## src/verilog/isa_pkg.sv

```systemverilog
package isa_pkg;

    // machine word
    localparam int data_w = 16;

    typedef logic [2:0] reg_addr_t;

    // anything outside these major opcodes decodes as a nop
    typedef enum logic [4:0] {
        op_nop   = 5'b00001,
        op_addiu = 5'b01001,
        op_li    = 5'b01101,
        op_rtype = 5'b11100
    } opcode_t;

    // low bits of an R-format word
    typedef enum logic [1:0] {
        addu   = 2'b00,
        subu   = 2'b01,
        and_op = 2'b10,
        or_op  = 2'b11
    } funct_t;

    // rz <- rx op ry
    typedef struct packed {
        opcode_t   opcode;
        reg_addr_t rx;
        reg_addr_t ry;
        reg_addr_t rz;
        funct_t    funct;
    } r_format_t;

    // rx <- rx + imm8 or imm8 alone
    typedef struct packed {
        opcode_t    opcode;
        reg_addr_t  rx;
        logic [7:0] imm8;
    } i_format_t;

    // opcode sits in bits 15..11 for both views
    typedef union packed {
        r_format_t r;
        i_format_t i;
    } inst_t;

endpackage
```

## src/verilog/pipe_pkg.sv

```systemverilog
package pipe_pkg;

    import isa_pkg::*;

    typedef enum logic [1:0] {
        alu_add = 2'b00,
        alu_sub = 2'b01,
        alu_and = 2'b10,
        alu_or  = 2'b11
    } alu_op_t;

    // decoded control fields
    typedef struct packed {
        logic      valid;
        alu_op_t   alu_op;
        logic      b_is_imm;
        reg_addr_t wb_addr;
    } ctrl_t;

    // decode to execute bundle
    typedef struct packed {
        ctrl_t             ctrl;
        logic [data_w-1:0] opa;
        logic [data_w-1:0] opb;
        logic [data_w-1:0] imm;
    } id_ex_t;

    // write-back, forwarding and result
    typedef struct packed {
        logic              valid;
        reg_addr_t         addr;
        logic [data_w-1:0] data;
    } wb_t;

    // empty slots
    localparam id_ex_t id_bubble = '0;
    localparam wb_t    wb_bubble = '0;

endpackage

```

## src/verilog/core_top.sv

```systemverilog
`timescale 1ns/1ps

module core_top
    import isa_pkg::*;
    import pipe_pkg::*;
(
    input  logic  clk_50MHz,
    input  logic  rst,
    input  logic  pause,
    input  inst_t inst,
    input  logic  inst_valid,
    output wb_t   result
);

    reg_addr_t   raddr_a;
    reg_addr_t   raddr_b;
    logic [15:0] rdata_a;
    logic [15:0] rdata_b;
    id_ex_t      id_next;
    id_ex_t      id_cur;
    wb_t         fwd;
    wb_t         wb;

    inst_decode i_inst_decode (
        .inst       (inst),
        .inst_valid (inst_valid),
        .raddr_a    (raddr_a),
        .raddr_b    (raddr_b),
        .rdata_a    (rdata_a),
        .rdata_b    (rdata_b),
        .fwd        (fwd),
        .id_next    (id_next)
    );

    reg_file i_reg_file (
        .clk_50MHz (clk_50MHz),
        .rst       (rst),
        .raddr_a   (raddr_a),
        .raddr_b   (raddr_b),
        .rdata_a   (rdata_a),
        .rdata_b   (rdata_b),
        .wr        (wb)
    );

    id_exe i_id_exe (
        .clk_50MHz (clk_50MHz),
        .rst       (rst),
        .pause     (pause),
        .id_next   (id_next),
        .id_cur    (id_cur)
    );

    exe_unit i_exe_unit (
        .clk_50MHz (clk_50MHz),
        .rst       (rst),
        .pause     (pause),
        .id_cur    (id_cur),
        .fwd       (fwd),
        .wb        (wb)
    );

    assign result = wb;

endmodule

```

## src/verilog/exe_unit.sv

```systemverilog
`timescale 1ns/1ps

module exe_unit
    import isa_pkg::*;
    import pipe_pkg::*;
(
    input  logic   clk_50MHz,
    input  logic   rst,
    input  logic   pause,
    input  id_ex_t id_cur,
    output wb_t    fwd,
    output wb_t    wb
);

    logic [data_w-1:0] alu_b;
    logic [data_w-1:0] alu_y;

    assign alu_b = id_cur.ctrl.b_is_imm ? id_cur.imm : id_cur.opb;

    // wraps at 16 bits
    always_comb begin
        case (id_cur.ctrl.alu_op)
            alu_add: alu_y = id_cur.opa + alu_b;
            alu_sub: alu_y = id_cur.opa - alu_b;
            alu_and: alu_y = id_cur.opa & alu_b;
            default: alu_y = id_cur.opa | alu_b;
        endcase
    end

    assign fwd.valid = id_cur.ctrl.valid;
    assign fwd.addr  = id_cur.ctrl.wb_addr;
    assign fwd.data  = alu_y;

    // held instruction retires only on the cycle pause drops
    always_ff @(posedge clk_50MHz or negedge rst) begin
        if (!rst) begin
            wb <= wb_bubble;
        end else if (pause) begin
            wb <= wb_bubble;
        end else begin
            wb <= fwd;
        end
    end

    // no double retire while id_exe holds
    assert property (@(posedge clk_50MHz) disable iff (!rst)
        pause |=> !wb.valid)
        else $error("write-back valid after a paused cycle");

    assert property (@(posedge clk_50MHz) disable iff (!rst)
        wb.valid |-> !$isunknown(wb))
        else $error("write-back carries unknown bits");

endmodule

```

## src/verilog/id_exe.sv

```systemverilog
`timescale 1ns/1ps

module id_exe
    import pipe_pkg::*;
(
    input  logic   clk_50MHz,
    input  logic   rst,
    input  logic   pause,
    input  id_ex_t id_next,
    output id_ex_t id_cur
);

    always_ff @(posedge clk_50MHz or negedge rst) begin
        if (!rst) begin
            id_cur <= id_bubble;
        end else if (!pause) begin
            id_cur <= id_next;
        end
    end

    // a stalled instruction must not change while it waits
    assert property (@(posedge clk_50MHz) disable iff (!rst)
        pause |=> $stable(id_cur))
        else $error("id_exe changed during pause");

endmodule

```

## src/verilog/inst_decode.sv

```systemverilog
`timescale 1ns/1ps

module inst_decode
    import isa_pkg::*;
    import pipe_pkg::*;
(
    input  inst_t       inst,
    input  logic        inst_valid,
    output reg_addr_t   raddr_a,
    output reg_addr_t   raddr_b,
    input  logic [15:0] rdata_a,
    input  logic [15:0] rdata_b,
    input  wb_t         fwd,
    output id_ex_t      id_next
);

    logic [data_w-1:0] op_a;
    logic [data_w-1:0] op_b;
    logic [data_w-1:0] imm_sext;
    logic [data_w-1:0] imm_zext;

    // rx and ry sit at the same bits in both formats
    assign raddr_a = inst.r.rx;
    assign raddr_b = inst.r.ry;

    // result still in execute wins over the file
    assign op_a = (fwd.valid && fwd.addr == raddr_a) ? fwd.data : rdata_a;
    assign op_b = (fwd.valid && fwd.addr == raddr_b) ? fwd.data : rdata_b;

    assign imm_sext = {{(data_w - 8){inst.i.imm8[7]}}, inst.i.imm8};
    assign imm_zext = {{(data_w - 8){1'b0}}, inst.i.imm8};

    always_comb begin
        id_next               = id_bubble;
        id_next.opa           = op_a;
        id_next.opb           = op_b;
        id_next.ctrl.wb_addr  = inst.r.rx;

        case (inst.r.opcode)
            op_rtype: begin
                id_next.ctrl.valid   = inst_valid;
                id_next.ctrl.wb_addr = inst.r.rz;
                case (inst.r.funct)
                    addu:    id_next.ctrl.alu_op = alu_add;
                    subu:    id_next.ctrl.alu_op = alu_sub;
                    and_op:  id_next.ctrl.alu_op = alu_and;
                    default: id_next.ctrl.alu_op = alu_or;
                endcase
            end
            op_addiu: begin
                id_next.ctrl.valid    = inst_valid;
                id_next.ctrl.alu_op   = alu_add;
                id_next.ctrl.b_is_imm = 1'b1;
                id_next.imm           = imm_sext;
            end
            op_li: begin
                // zero plus the immediate
                id_next.ctrl.valid    = inst_valid;
                id_next.ctrl.alu_op   = alu_add;
                id_next.ctrl.b_is_imm = 1'b1;
                id_next.opa           = '0;
                id_next.imm           = imm_zext;
            end
            default: begin
                // nop and unknown codes
                id_next.ctrl.valid = 1'b0;
            end
        endcase
    end

endmodule

```

## src/verilog/reg_file.sv

```systemverilog
`timescale 1ns/1ps

module reg_file
    import isa_pkg::*;
    import pipe_pkg::*;
(
    input  logic        clk_50MHz,
    input  logic        rst,
    input  reg_addr_t   raddr_a,
    input  reg_addr_t   raddr_b,
    output logic [15:0] rdata_a,
    output logic [15:0] rdata_b,
    input  wb_t         wr
);

    logic [data_w-1:0] regs [8];

    always_ff @(posedge clk_50MHz or negedge rst) begin
        if (!rst) begin
            for (int i = 0; i < 8; i++) begin
                regs[i] <= '0;
            end
        end else if (wr.valid) begin
            regs[wr.addr] <= wr.data;
        end
    end

    // decode sees a write in the same cycle
    always_comb begin
        if (wr.valid && wr.addr == raddr_a) begin
            rdata_a = wr.data;
        end else begin
            rdata_a = regs[raddr_a];
        end
        if (wr.valid && wr.addr == raddr_b) begin
            rdata_b = wr.data;
        end else begin
            rdata_b = regs[raddr_b];
        end
    end

endmodule

```

## config.mk

```make
export PLATFORM = sky130hd
export DESIGN_NAME = core_top
export DESIGN_NICKNAME = d
export VERILOG_FILES = /design/src/verilog/isa_pkg.sv /design/src/verilog/pipe_pkg.sv /design/src/verilog/core_top.sv /design/src/verilog/exe_unit.sv /design/src/verilog/id_exe.sv /design/src/verilog/inst_decode.sv /design/src/verilog/reg_file.sv
export SDC_FILE = /design/constraint.sdc
export NUM_CORES = 1
export LEC_CHECK = 0
export BUFFER_PORTS_ARGS = -buffer_cell sky130_fd_sc_hd__buf_2
export CAP_MARGIN = 20
export CORE_UTILIZATION = 65
export CTS_BUF_LIST = sky130_fd_sc_hd__clkbuf_4
export DETAILED_ROUTE_END_ITERATION = 8
export PLACE_DENSITY = 0.83
export SLEW_MARGIN = 20
export SYNTH_ARGS = -nofsm -noshare
export SYNTH_HDL_FRONTEND = slang
export SYNTH_SLANG_ARGS = --single-unit
```

## constraint.sdc

```tcl
create_clock -name clk_50MHz -period 5.1 [get_ports clk_50MHz]
set_input_delay 0.765 -clock clk_50MHz [delete_from_list [all_inputs] [get_ports clk_50MHz]]
set_output_delay 0.765 -clock clk_50MHz [all_outputs]
set_load 0.02 [all_outputs]
```

# == After elaboration in Yosys (flattened, before gate mapping) ==
# Cells that the tools add are included.
# classes
magnitude_cmp,4
eq_ne,11
reduce_logical,9
n_mux,23
bitwise_logic,5
add_sub_neg,2
# op_table
cell,n
2-to-1 mux 16 bit,11
bitwise mux 128 bit,1
binary-select mux 16 bit (select 3 bit),2
demux 16 bit (select 3 bit),1
case mux 16 bit (3 select lines),1
case mux 16 bit (2 select lines),1
2-to-1 mux 20 bit,1
adder 16 bit,1
AND 16 bit,1
OR 16 bit,1
subtractor 16 bit,1
equality test 3 bit,4
"greater-or-equal comparator 4 bit, second input constant",3
inverter 3 -> 4 bit,3
"equality test 5 x 4 -> 1 bit, second input constant",2
case mux 2 bit (3 select lines),1
"equality test 5 bit, second input constant",1
logical AND 1 bit,5
"equality test 2 x 1 -> 1 bit, second input constant",2
"equality test 2 bit, second input constant",2
logical NOT 2 bit,2
"< comparator 4 x 1 -> 1 bit, second input constant",1
2-to-1 mux 3 bit,1
OR reduction 3 bit,1
3 further kinds,4
# word_totals
ff_bits,203
input_bits,20
wordCells,72
output_inout_bits,20

# == Logic depth before layout (Yosys ltp) ==
# Gate-level depths: netlist of the first run.
# logic_depth
ltp_word,7
mapped_depth,16
mapped_depth_nobuf,13

# == Modules after synthesis ==
# A second synthesis of the first run with hierarchy kept.
# hier_totals
cells_unflattened,1017
area_unflattened_um2,13286.5
# modules_own_cells
mod,seq_area_each_um2,area_per_inst_um2,cells_per_inst,instances
reg_file,3203.1,7508.5,452,1
exe_unit,500.5,2576.2,334,1
id_exe,1376.3,2294.7,116,1
inst_decode,0.0,907.1,115,1

# == Least setup slack after synthesis of the first run ==
# Ideal clock, no wire load.
# synth_path
kind,reg2reg
from,"reg, netlist name i_id_exe.id_cur[51]"
to,"reg, netlist name i_id_exe.id_cur[31]"
setup_time_ns,0.139
path_slack_ns,1.474
path_stages_with_launch,17
path_buffers,4
arrival_time_ns,3.487
path_cell_list,dfrtp_1 > clkbuf_8 > clkbuf_8 > buf_2 > mux2i_1 > ha_1 > and2_1 > a41o_2 > xnor2_1 > ha_1 > clkbuf_1 > a21oi_1 > o21ai_0 > a2111o_1 > o221ai_1 > xnor2_1 > a31oi_1
# synth_between
elab_chain_len,4
elab_cells_between_ends,7
# synth_rtl
item,line_no,rtl
2-to-1 mux 16 bit *,exe_unit.sv:18,assign alu_b = id_cur.ctrl.b_is_imm ? id_cur.imm : id_cur.opb;
subtractor 16 bit (tied with other cells),exe_unit.sv:24,alu_sub: alu_y = id_cur.opa - alu_b;
case mux 16 bit (3 select lines) *,exe_unit.sv:22,case (id_cur.ctrl.alu_op)
2-to-1 mux 16 bit *,inst_decode.sv:28,assign op_b = (fwd.valid && fwd.addr == raddr_b) ? fwd.data : rdata_b;
# Mark *: on every way between the ends. The rest lies on a longest branch, timed or not.
# A chain may end at the register's enable or synchronous reset.

# == Worst setup path after layout of the first run ==
# layout_path
from,"reg, netlist name i_id_exe.id_cur[51]"
to,"reg, netlist name i_id_exe.id_cur[31]"
# layout_between
elab_chain_len,4
elab_cells_between_ends,7
# layout_rtl
item,line_no
2-to-1 mux 16 bit *,exe_unit.sv:18
subtractor 16 bit (tied with other cells),exe_unit.sv:24
case mux 16 bit (3 select lines) *,exe_unit.sv:22
2-to-1 mux 16 bit *,inst_decode.sv:28
# Marks and branches as above.

==> results of run 1 <==
power breakdown:
part	switching [uW]	leakage [uW]	internal, uW
Clock	528	0.000178	441
Combinational	394	0.00279	297
Sequential	138	0.00270	1640
cells by family after synthesis:
| family | Yosys count | share of synthesized area [%] |
|---|---|---|
| AOI/OAI and AO/OA | 206 | 11.7 |
| xor gates and xnor gates | 32 | 2.41 |
| adders and majority gates | 28 | 2.88 |
| buffers and inverters | 102 | 3.90 |
| DFF | 196 | 42.1 |
| muxes | 242 | 29.1 |
| and+or+nand+nor | 197 | 7.91 |
synth_stat cells, drive strengths merged, types with 3 or more instances:
cell type and instances:
and2 3, xor2 10, inv 18, mux4 64, nand3 4, nor2b 7, mux2i 45, a21o 8
nand4 8, dfrtp 196, mux2 133, o221ai 11, ha 18, nor2 60, xnor2 22, a2111o 3
nand2b 6, a31oi 8, o21ai 55, o31ai 5, buf 39, maj3 9, a21boi 4, a211oi 15
a21oi 53, a211o 3, a221o 4, o21a 6, nand4b 4, nor3 5, nand2 81, nor3b 3
or3 4, clkbuf 44, o211ai 9, or4 3
worst max-delay path by stage:
stage / slack, ns / end / cells after the start / startpoint
4_1_cts: 1.02 / i_id_exe.id_cur[31] / 12 / i_id_exe.id_cur[51]
2_1_floorplan: 1.47 / i_id_exe.id_cur[31] / 16 / i_id_exe.id_cur[51]
3_5_place_dp: 1.05 / i_id_exe.id_cur[31] / 12 / i_id_exe.id_cur[51]
5_1_grt: 0.75 / i_id_exe.id_cur[31] / 12 / i_id_exe.id_cur[51]
3_3_place_gp: 1.18 / i_exe_unit.wb[15] / 12 / i_id_exe.id_cur[51]
6_report: 0.98 / i_id_exe.id_cur[31] / 12 / i_id_exe.id_cur[51]
state kept, by name (all words and copies together), names as in the netlist:
register and flops:
i_exe_unit.wb 20, i_id_exe.id_cur 48, i_reg_file.regs 128
critical path, cell delays in order, from the launching register on:
cell and delay [ns]:
dfrtp_1 0.76, buf_4 0.33, mux2_2 0.41, a211oi_4 0.26, a41o_2 0.29, xnor2_1 0.08
ha_1 0.39, a21oi_1 0.26, o21ai_0 0.20, a2111o_1 0.42, o221ai_1 0.23, xnor2_1 0.24
a31oi_1 0.14
per-stage QoR:
| step | worst slack [ns] | utilization [%] | area, um^2 | total power, uW |
|---|---|---|---|---|
| 2_1_floorplan | 1.47 | - | 11600 | 2270 |
| 3_3_place_gp | 1.18 | 68.4 | 11900 | 2470 |
| 3_5_place_dp | 1.05 | 68.4 | 11900 | 2480 |
| 4_1_cts | 1.02 | 70.4 | 12300 | 3440 |
| 5_1_grt | 0.753 | 70.4 | 12300 | 3590 |
| 6_report | 0.984 | 70.4 | 12300 | 3440 |
layout make-up:
cell class / count / area, um^2 / share of cell area, %
Clock buffer: 18 / 135 / 1.10
Sequential cell: 196 / 4900 / 40.0
Antenna cell: 1 / 2.50 / 0.0204
Timing Repair Buffer: 61 / 373 / 3.04
Multi-Input combinational cell: 705 / 6290 / 51.3
Clock inverter: 14 / 205 / 1.67
Tap cell: 225 / 282 / 2.29
Inverter: 19 / 71.3 / 0.581
per-layer routing:
metal	GRT usage, %	up-vias
li1	-	3730
met1	46.9	4230
met2	52.2	321
met3	5.11	60
met4	13.3	0
met5	0	-
==> reports/qor.txt, run 1 <==
Worst-case reg-to-reg path depth - 12
CORE AREA - 17400 um^2
TritonCTS Buffers - 17
DP Cell Count - 1205
Avg Vias per Cell - 6.73
Top_reg_cell synth - dfrtp_1
Clk_lat worst skew - 0.61 ns
Placed wire-length estimate - 19.5 mm
Port bufs - 39
Cell accounting for the most synthesized area - dfrtp_1
Period minus WS final - 4.12 ns
Ys Warns - 0
Post-route non-filler standard cell count - 1239
Crit path launch type - flip-flop
Post-synth EDFFs - 0
Post-synth ARST share - 100%
Drt total wl - 28.5 mm
Post-CTS sizing - 0
Clock sink count - 196
Class of the most critical setup path - flip-flop to flip-flop
Hold buffer count at CTS - 0
Seq cells post-synth - 196
Max-cap violations - 0
I/O Pins - 40
Syn avg cell area - 11.6 um^2
Detail Route Antenna Nets - 0
Worst IR Drop VDD - 0.000134 V
Die area - 18500 um^2
Final Hold Fails - 0
CTS clk-pin slew, worst paths - 0.16 ns
Worst hold slack - 0.248 ns
# rows - 48
Met1 WL - 12.0 mm
Post-CTS setup buffers - 0
Net Count, Synth - 1042
Met3 Wirelength - 1.96 mm
Max layer used - met4
TritonCTS clock tree - built
Synth-to-Final Area Change - 5.36%
Share of cells above drive strength 1 - 29.8%
Setup Viol. Count Final - 0
Mapped Area - 11600 um^2
Req. time, crit path - 5.59 ns
RSZ-0062 raised after global routing - false
Initial core utilization - 66.8%
Post-synthesis sequential area ratio - 42.1%
Routed wire per std cell - 23.0 um
Number of H-tree levels - 4
Worst clock skew - 0.0204 ns
Worst r2r src - i_id_exe.id_cur[51]
Die Height - 136 um
Pins Over Slew Limit - 0
DR WL met2 - 13.6 mm
Peak Freq - 243 MHz
Cells after synthesis - 1003
PD cells - 280 nW/um^2
Most frequent cells in the layout - 196 x dfrtp_1, 133 x mux2_2, 81 x nand2_1
Final net count - 1039
Pleak - 0.00567 uW
Initial antenna violation count - 1
Global-route wire length before repair - 45.5 mm
Worst slew margin - 40.0%
Root Buffer - clkbuf_4
Vias in the first global route - 8239
Status - finished clean
FF-to-FF End - i_id_exe.id_cur[31]
Vias post-DR - 8341
Largest net degree at the start of global routing - 111
DRC - 0
Worst path arrival time - 4.61 ns
Global-route usage over all layers - 33.3%
Placer's final routability congestion estimate - 0.877
Pre-antenna DRT Iters - 5
Die Wd - 136 um
Total grt overflow - 0
Synth area leaders - dfrtp_1 42%, mux2_2 13%, mux4_2 12%
Hold/Removal Path Class - input port to asynchronous set/reset pin
Fill count - 1236
CP Capture Type - flip-flop
Setup TNS - 0 ns
Clock Path Buffers - 2
Post-synth top area share - 42.1%
Fin crit share - 80.7%
Commonest non-fill, non-tap cell in the layout - dfrtp_1
DR iter-0 viols - 709
Crit path max fanout - 18
R2r setup slk - 0.98 ns
Synth unique cells - 69
Worst Tran Pin Value - 0.900 ns
Note: power is estimated with default switching activity, not from simulation.
==> run 2: changes to the inputs <==
Clock period 5.1 ns to 3.9 ns, I/O delays scaled along.
==> run 2 against run 1 <==
Compared with the run above:
- clock power up 32%
- worst hold slack got worse by 0.18 ns
- critical path depth rose by 2
- highest routed layer unchanged
- via count increased by 0.80%
- setup slack got worse by 0.74 ns
- die area did not move
==> reports/qor.txt, run 2 (synthesis gave the netlist of run 1 again) <==
Status - finished clean
Placed Area - 12000 um^2 (+0.88%)
Port bufs - 39 (unchanged)
Global-route wire length before repair - 45.4 mm (-0.14%)
Post-CTS setup buffers - 0 (unchanged)
TritonCTS Buffers - 17 (unchanged)
Die area - 18500 um^2 (unchanged)
Finished Cell Area - 12400 um^2 (+0.99%)
R2r setup slk - 0.24 ns (-0.74 ns)
Top reg by flops - i_reg_file.regs
Pins Over Slew Limit - 0 (unchanged)
Worst clock skew - 0.0208 ns (+0.000430 ns)
Clock Path Buffers - 2 (unchanged)
# rows - 48 (unchanged)
Initial core utilization - 66.8% (unchanged)
Max FFs per register - 128 (unchanged)
Largest registers - i_reg_file.regs (128), i_id_exe.id_cur (48), i_exe_unit.wb (20)
Vias in the first global route - 8304 (+0.79%)
Final Hold Fails - 0 (unchanged)
TritonCTS clock tree - built
Commonest non-fill, non-tap cell in the layout - dfrtp_1
Critical Path Slowest Stage Cell - dfrtp_1
Worst-case reg-to-reg path depth - 14 (+2)
Placer's final routability congestion estimate - 0.999 (+14%)
Drt total wl - 28.5 mm (+0.26%)
RSZ-0062 raised after global routing - false
Pre-antenna DRT Iters - 8 (+3)
Die Wd - 136 um (unchanged)
Total grt overflow - 0 (unchanged)
Worst Tran Pin Value - 0.846 ns (-0.0540 ns)
Worst path arrival time - 4.12 ns (-0.49 ns)
Worst slew margin - 43.6% (+3.6 points)
Max-cap violations - 0 (unchanged)
DRC - 0 (unchanged)
Initial antenna violation count - 1 (unchanged)
DR iter-0 viols - 704 (-0.71%)
Setup Viol. Count Final - 0 (unchanged)
Post-placement setup slack - 0.283 ns (-0.767 ns)
Req. time, crit path - 4.36 ns (-1.23 ns)
Crit path max fanout - 24 (+6)
CORE AREA - 17400 um^2 (unchanged)
CP Capture Type - flip-flop
Routed wire per std cell - 22.8 um (-0.70%)
I/O Pins - 40 (unchanged)
Fin crit share - 93.9% (+13 points)
Final net count - 1052 (+1.3%)
Avg Vias per Cell - 6.72 (-0.16%)
Most frequent cells in the layout - 196 x dfrtp_1, 133 x mux2_2, 81 x nand2_1
Share of cells above drive strength 1 - 31.1% (+1.3 points)
Root Buffer - clkbuf_4
Detail Route Antenna Nets - 0 (unchanged)
CP peak stage delay - 0.44 ns (-0.32 ns)
Synth-to-Final Area Change - 6.40%
Final setup margin - 0.239 ns (-0.744 ns)
Placed wire-length estimate - 20.0 mm (+2.4%)
Crit path launch type - flip-flop
Clk_lat worst skew - 0.60 ns (about the same)
Pleak - 0.00573 uW (+1.2%)
Global-route usage over all layers - 33.0% (-0.27 points)
Clock sink count - 196 (unchanged)
Critical-path cell list - buf_6 -> mux2_2 -> a211oi_4 -> a41o_2 -> nand2_1 -> xnor2_1 -> mux2i_1 -> ha_1 -> a21oi_1 -> o21a_1 -> a21boi_0 -> a31o_2 -> xor2_1 -> a311oi_1
Peak Freq - 273 MHz (+12%)
Largest net degree at the start of global routing - 107 (-3.6%)
Worst r2r src - i_id_exe.id_cur[51]
Vias post-DR - 8408 (+0.80%)
CP bufs+invs - 1 (unchanged)
PD cells - 367 nW/um^2 (+31%)
Die Height - 136 um (unchanged)
Setup TNS - 0 ns (unchanged)
Period minus WS final - 3.66 ns (-0.456 ns)
Number of H-tree levels - 4 (unchanged)
Worst IR Drop VDD - 0.000206 V (+54%)
Hold/Removal Path Class - input port to asynchronous set/reset pin
CTS clk-pin slew, worst paths - 0.16 ns (about the same)
Top delay family on crit path - compound AO/OA/AOI/OAI gates
FF-to-FF End - i_id_exe.id_cur[30]
Class of the most critical setup path - flip-flop to flip-flop
[run 2: cell types whose count changed in the layout (fill, tap and decap cells not counted), sizes merged]
cell	previous run	this run
clkinv	6	3
clkbuf	19	20
clkinvlp	2	3
buf	60	73
[run 2: worst max-delay path by stage]
| stage | endpoint | cells after the start | from | slack (ns) |
|---|---|---|---|---|
| 3_5_place_dp | i_exe_unit.wb[15] | 12 | i_id_exe.id_cur[51] | 0.28 |
| 3_3_place_gp | i_id_exe.id_cur[30] | 14 | i_id_exe.id_cur[51] | 0.30 |
| 4_1_cts | i_exe_unit.wb[15] | 12 | i_id_exe.id_cur[51] | 0.24 |
| 5_1_grt | i_id_exe.id_cur[30] | 14 | i_id_exe.id_cur[51] | 0.02 |
| 6_report | i_id_exe.id_cur[30] | 14 | i_id_exe.id_cur[51] | 0.24 |
| 2_1_floorplan | i_id_exe.id_cur[31] | 16 | i_id_exe.id_cur[51] | 0.27 |
[run 2: area by class of cell]
type,instances,area [um^2]
clock buffer,19,143
timing repair buffer,74,470
fill,1228,5030
clock inverter,12,204
multi-input combinational,705,6310
antenna,1,2.50
tap,225,282
inverter,19,71.3
sequential,196,4900
[run 2: what timing repair did]
item / CTS / global route
setup endpoints to repair: 0 / 8
hold buffers: 0 / 0
resized for setup: 0 / 5
[run 2: worst reg2reg max path: stages, from the launching register on]
cell and delay, ns:
dfrtp_1 0.44, buf_6 0.24, mux2_2 0.42, a211oi_4 0.26
a41o_2 0.27, nand2_1 0.07, xnor2_1 0.14, mux2i_1 0.10
ha_1 0.39, a21oi_1 0.17, o21a_1 0.18, a21boi_0 0.24
a31o_2 0.15, xor2_1 0.29, a311oi_1 0.16
[run 2: where the power goes]
| part | switching, uW | leakage [uW] | total, uW | internal, uW |
|---|---|---|---|---|
| combinational | 531 | 0.00286 | 943 | 411 |
| clock | 688 | 0.000176 | 1280 | 587 |
| sequential | 181 | 0.00270 | 2330 | 2140 |
[run 2: layer usage]
metal,vias to the layer above,GRT usage (%),wire [um]
met2,286,52.2,13700
met4,0,11.2,797
met3,66,5.97,1650
li1,3768,-,-
met5,-,0,0
met1,4288,46.3,12400
[run 2: metrics by stage]
step           std cells  total power [uW]  util (%)  hold WS [ns]
3_5_place_dp        1219              3270      69.0         0.486
3_3_place_gp        1219              3250      69.0         0.460
5_1_grt             1251              4740      71.1        0.0969
4_1_cts             1250              4540      71.0        0.0865
6_report            1251              4540      71.1        0.0715
2_1_floorplan       1003              2970         -         0.289
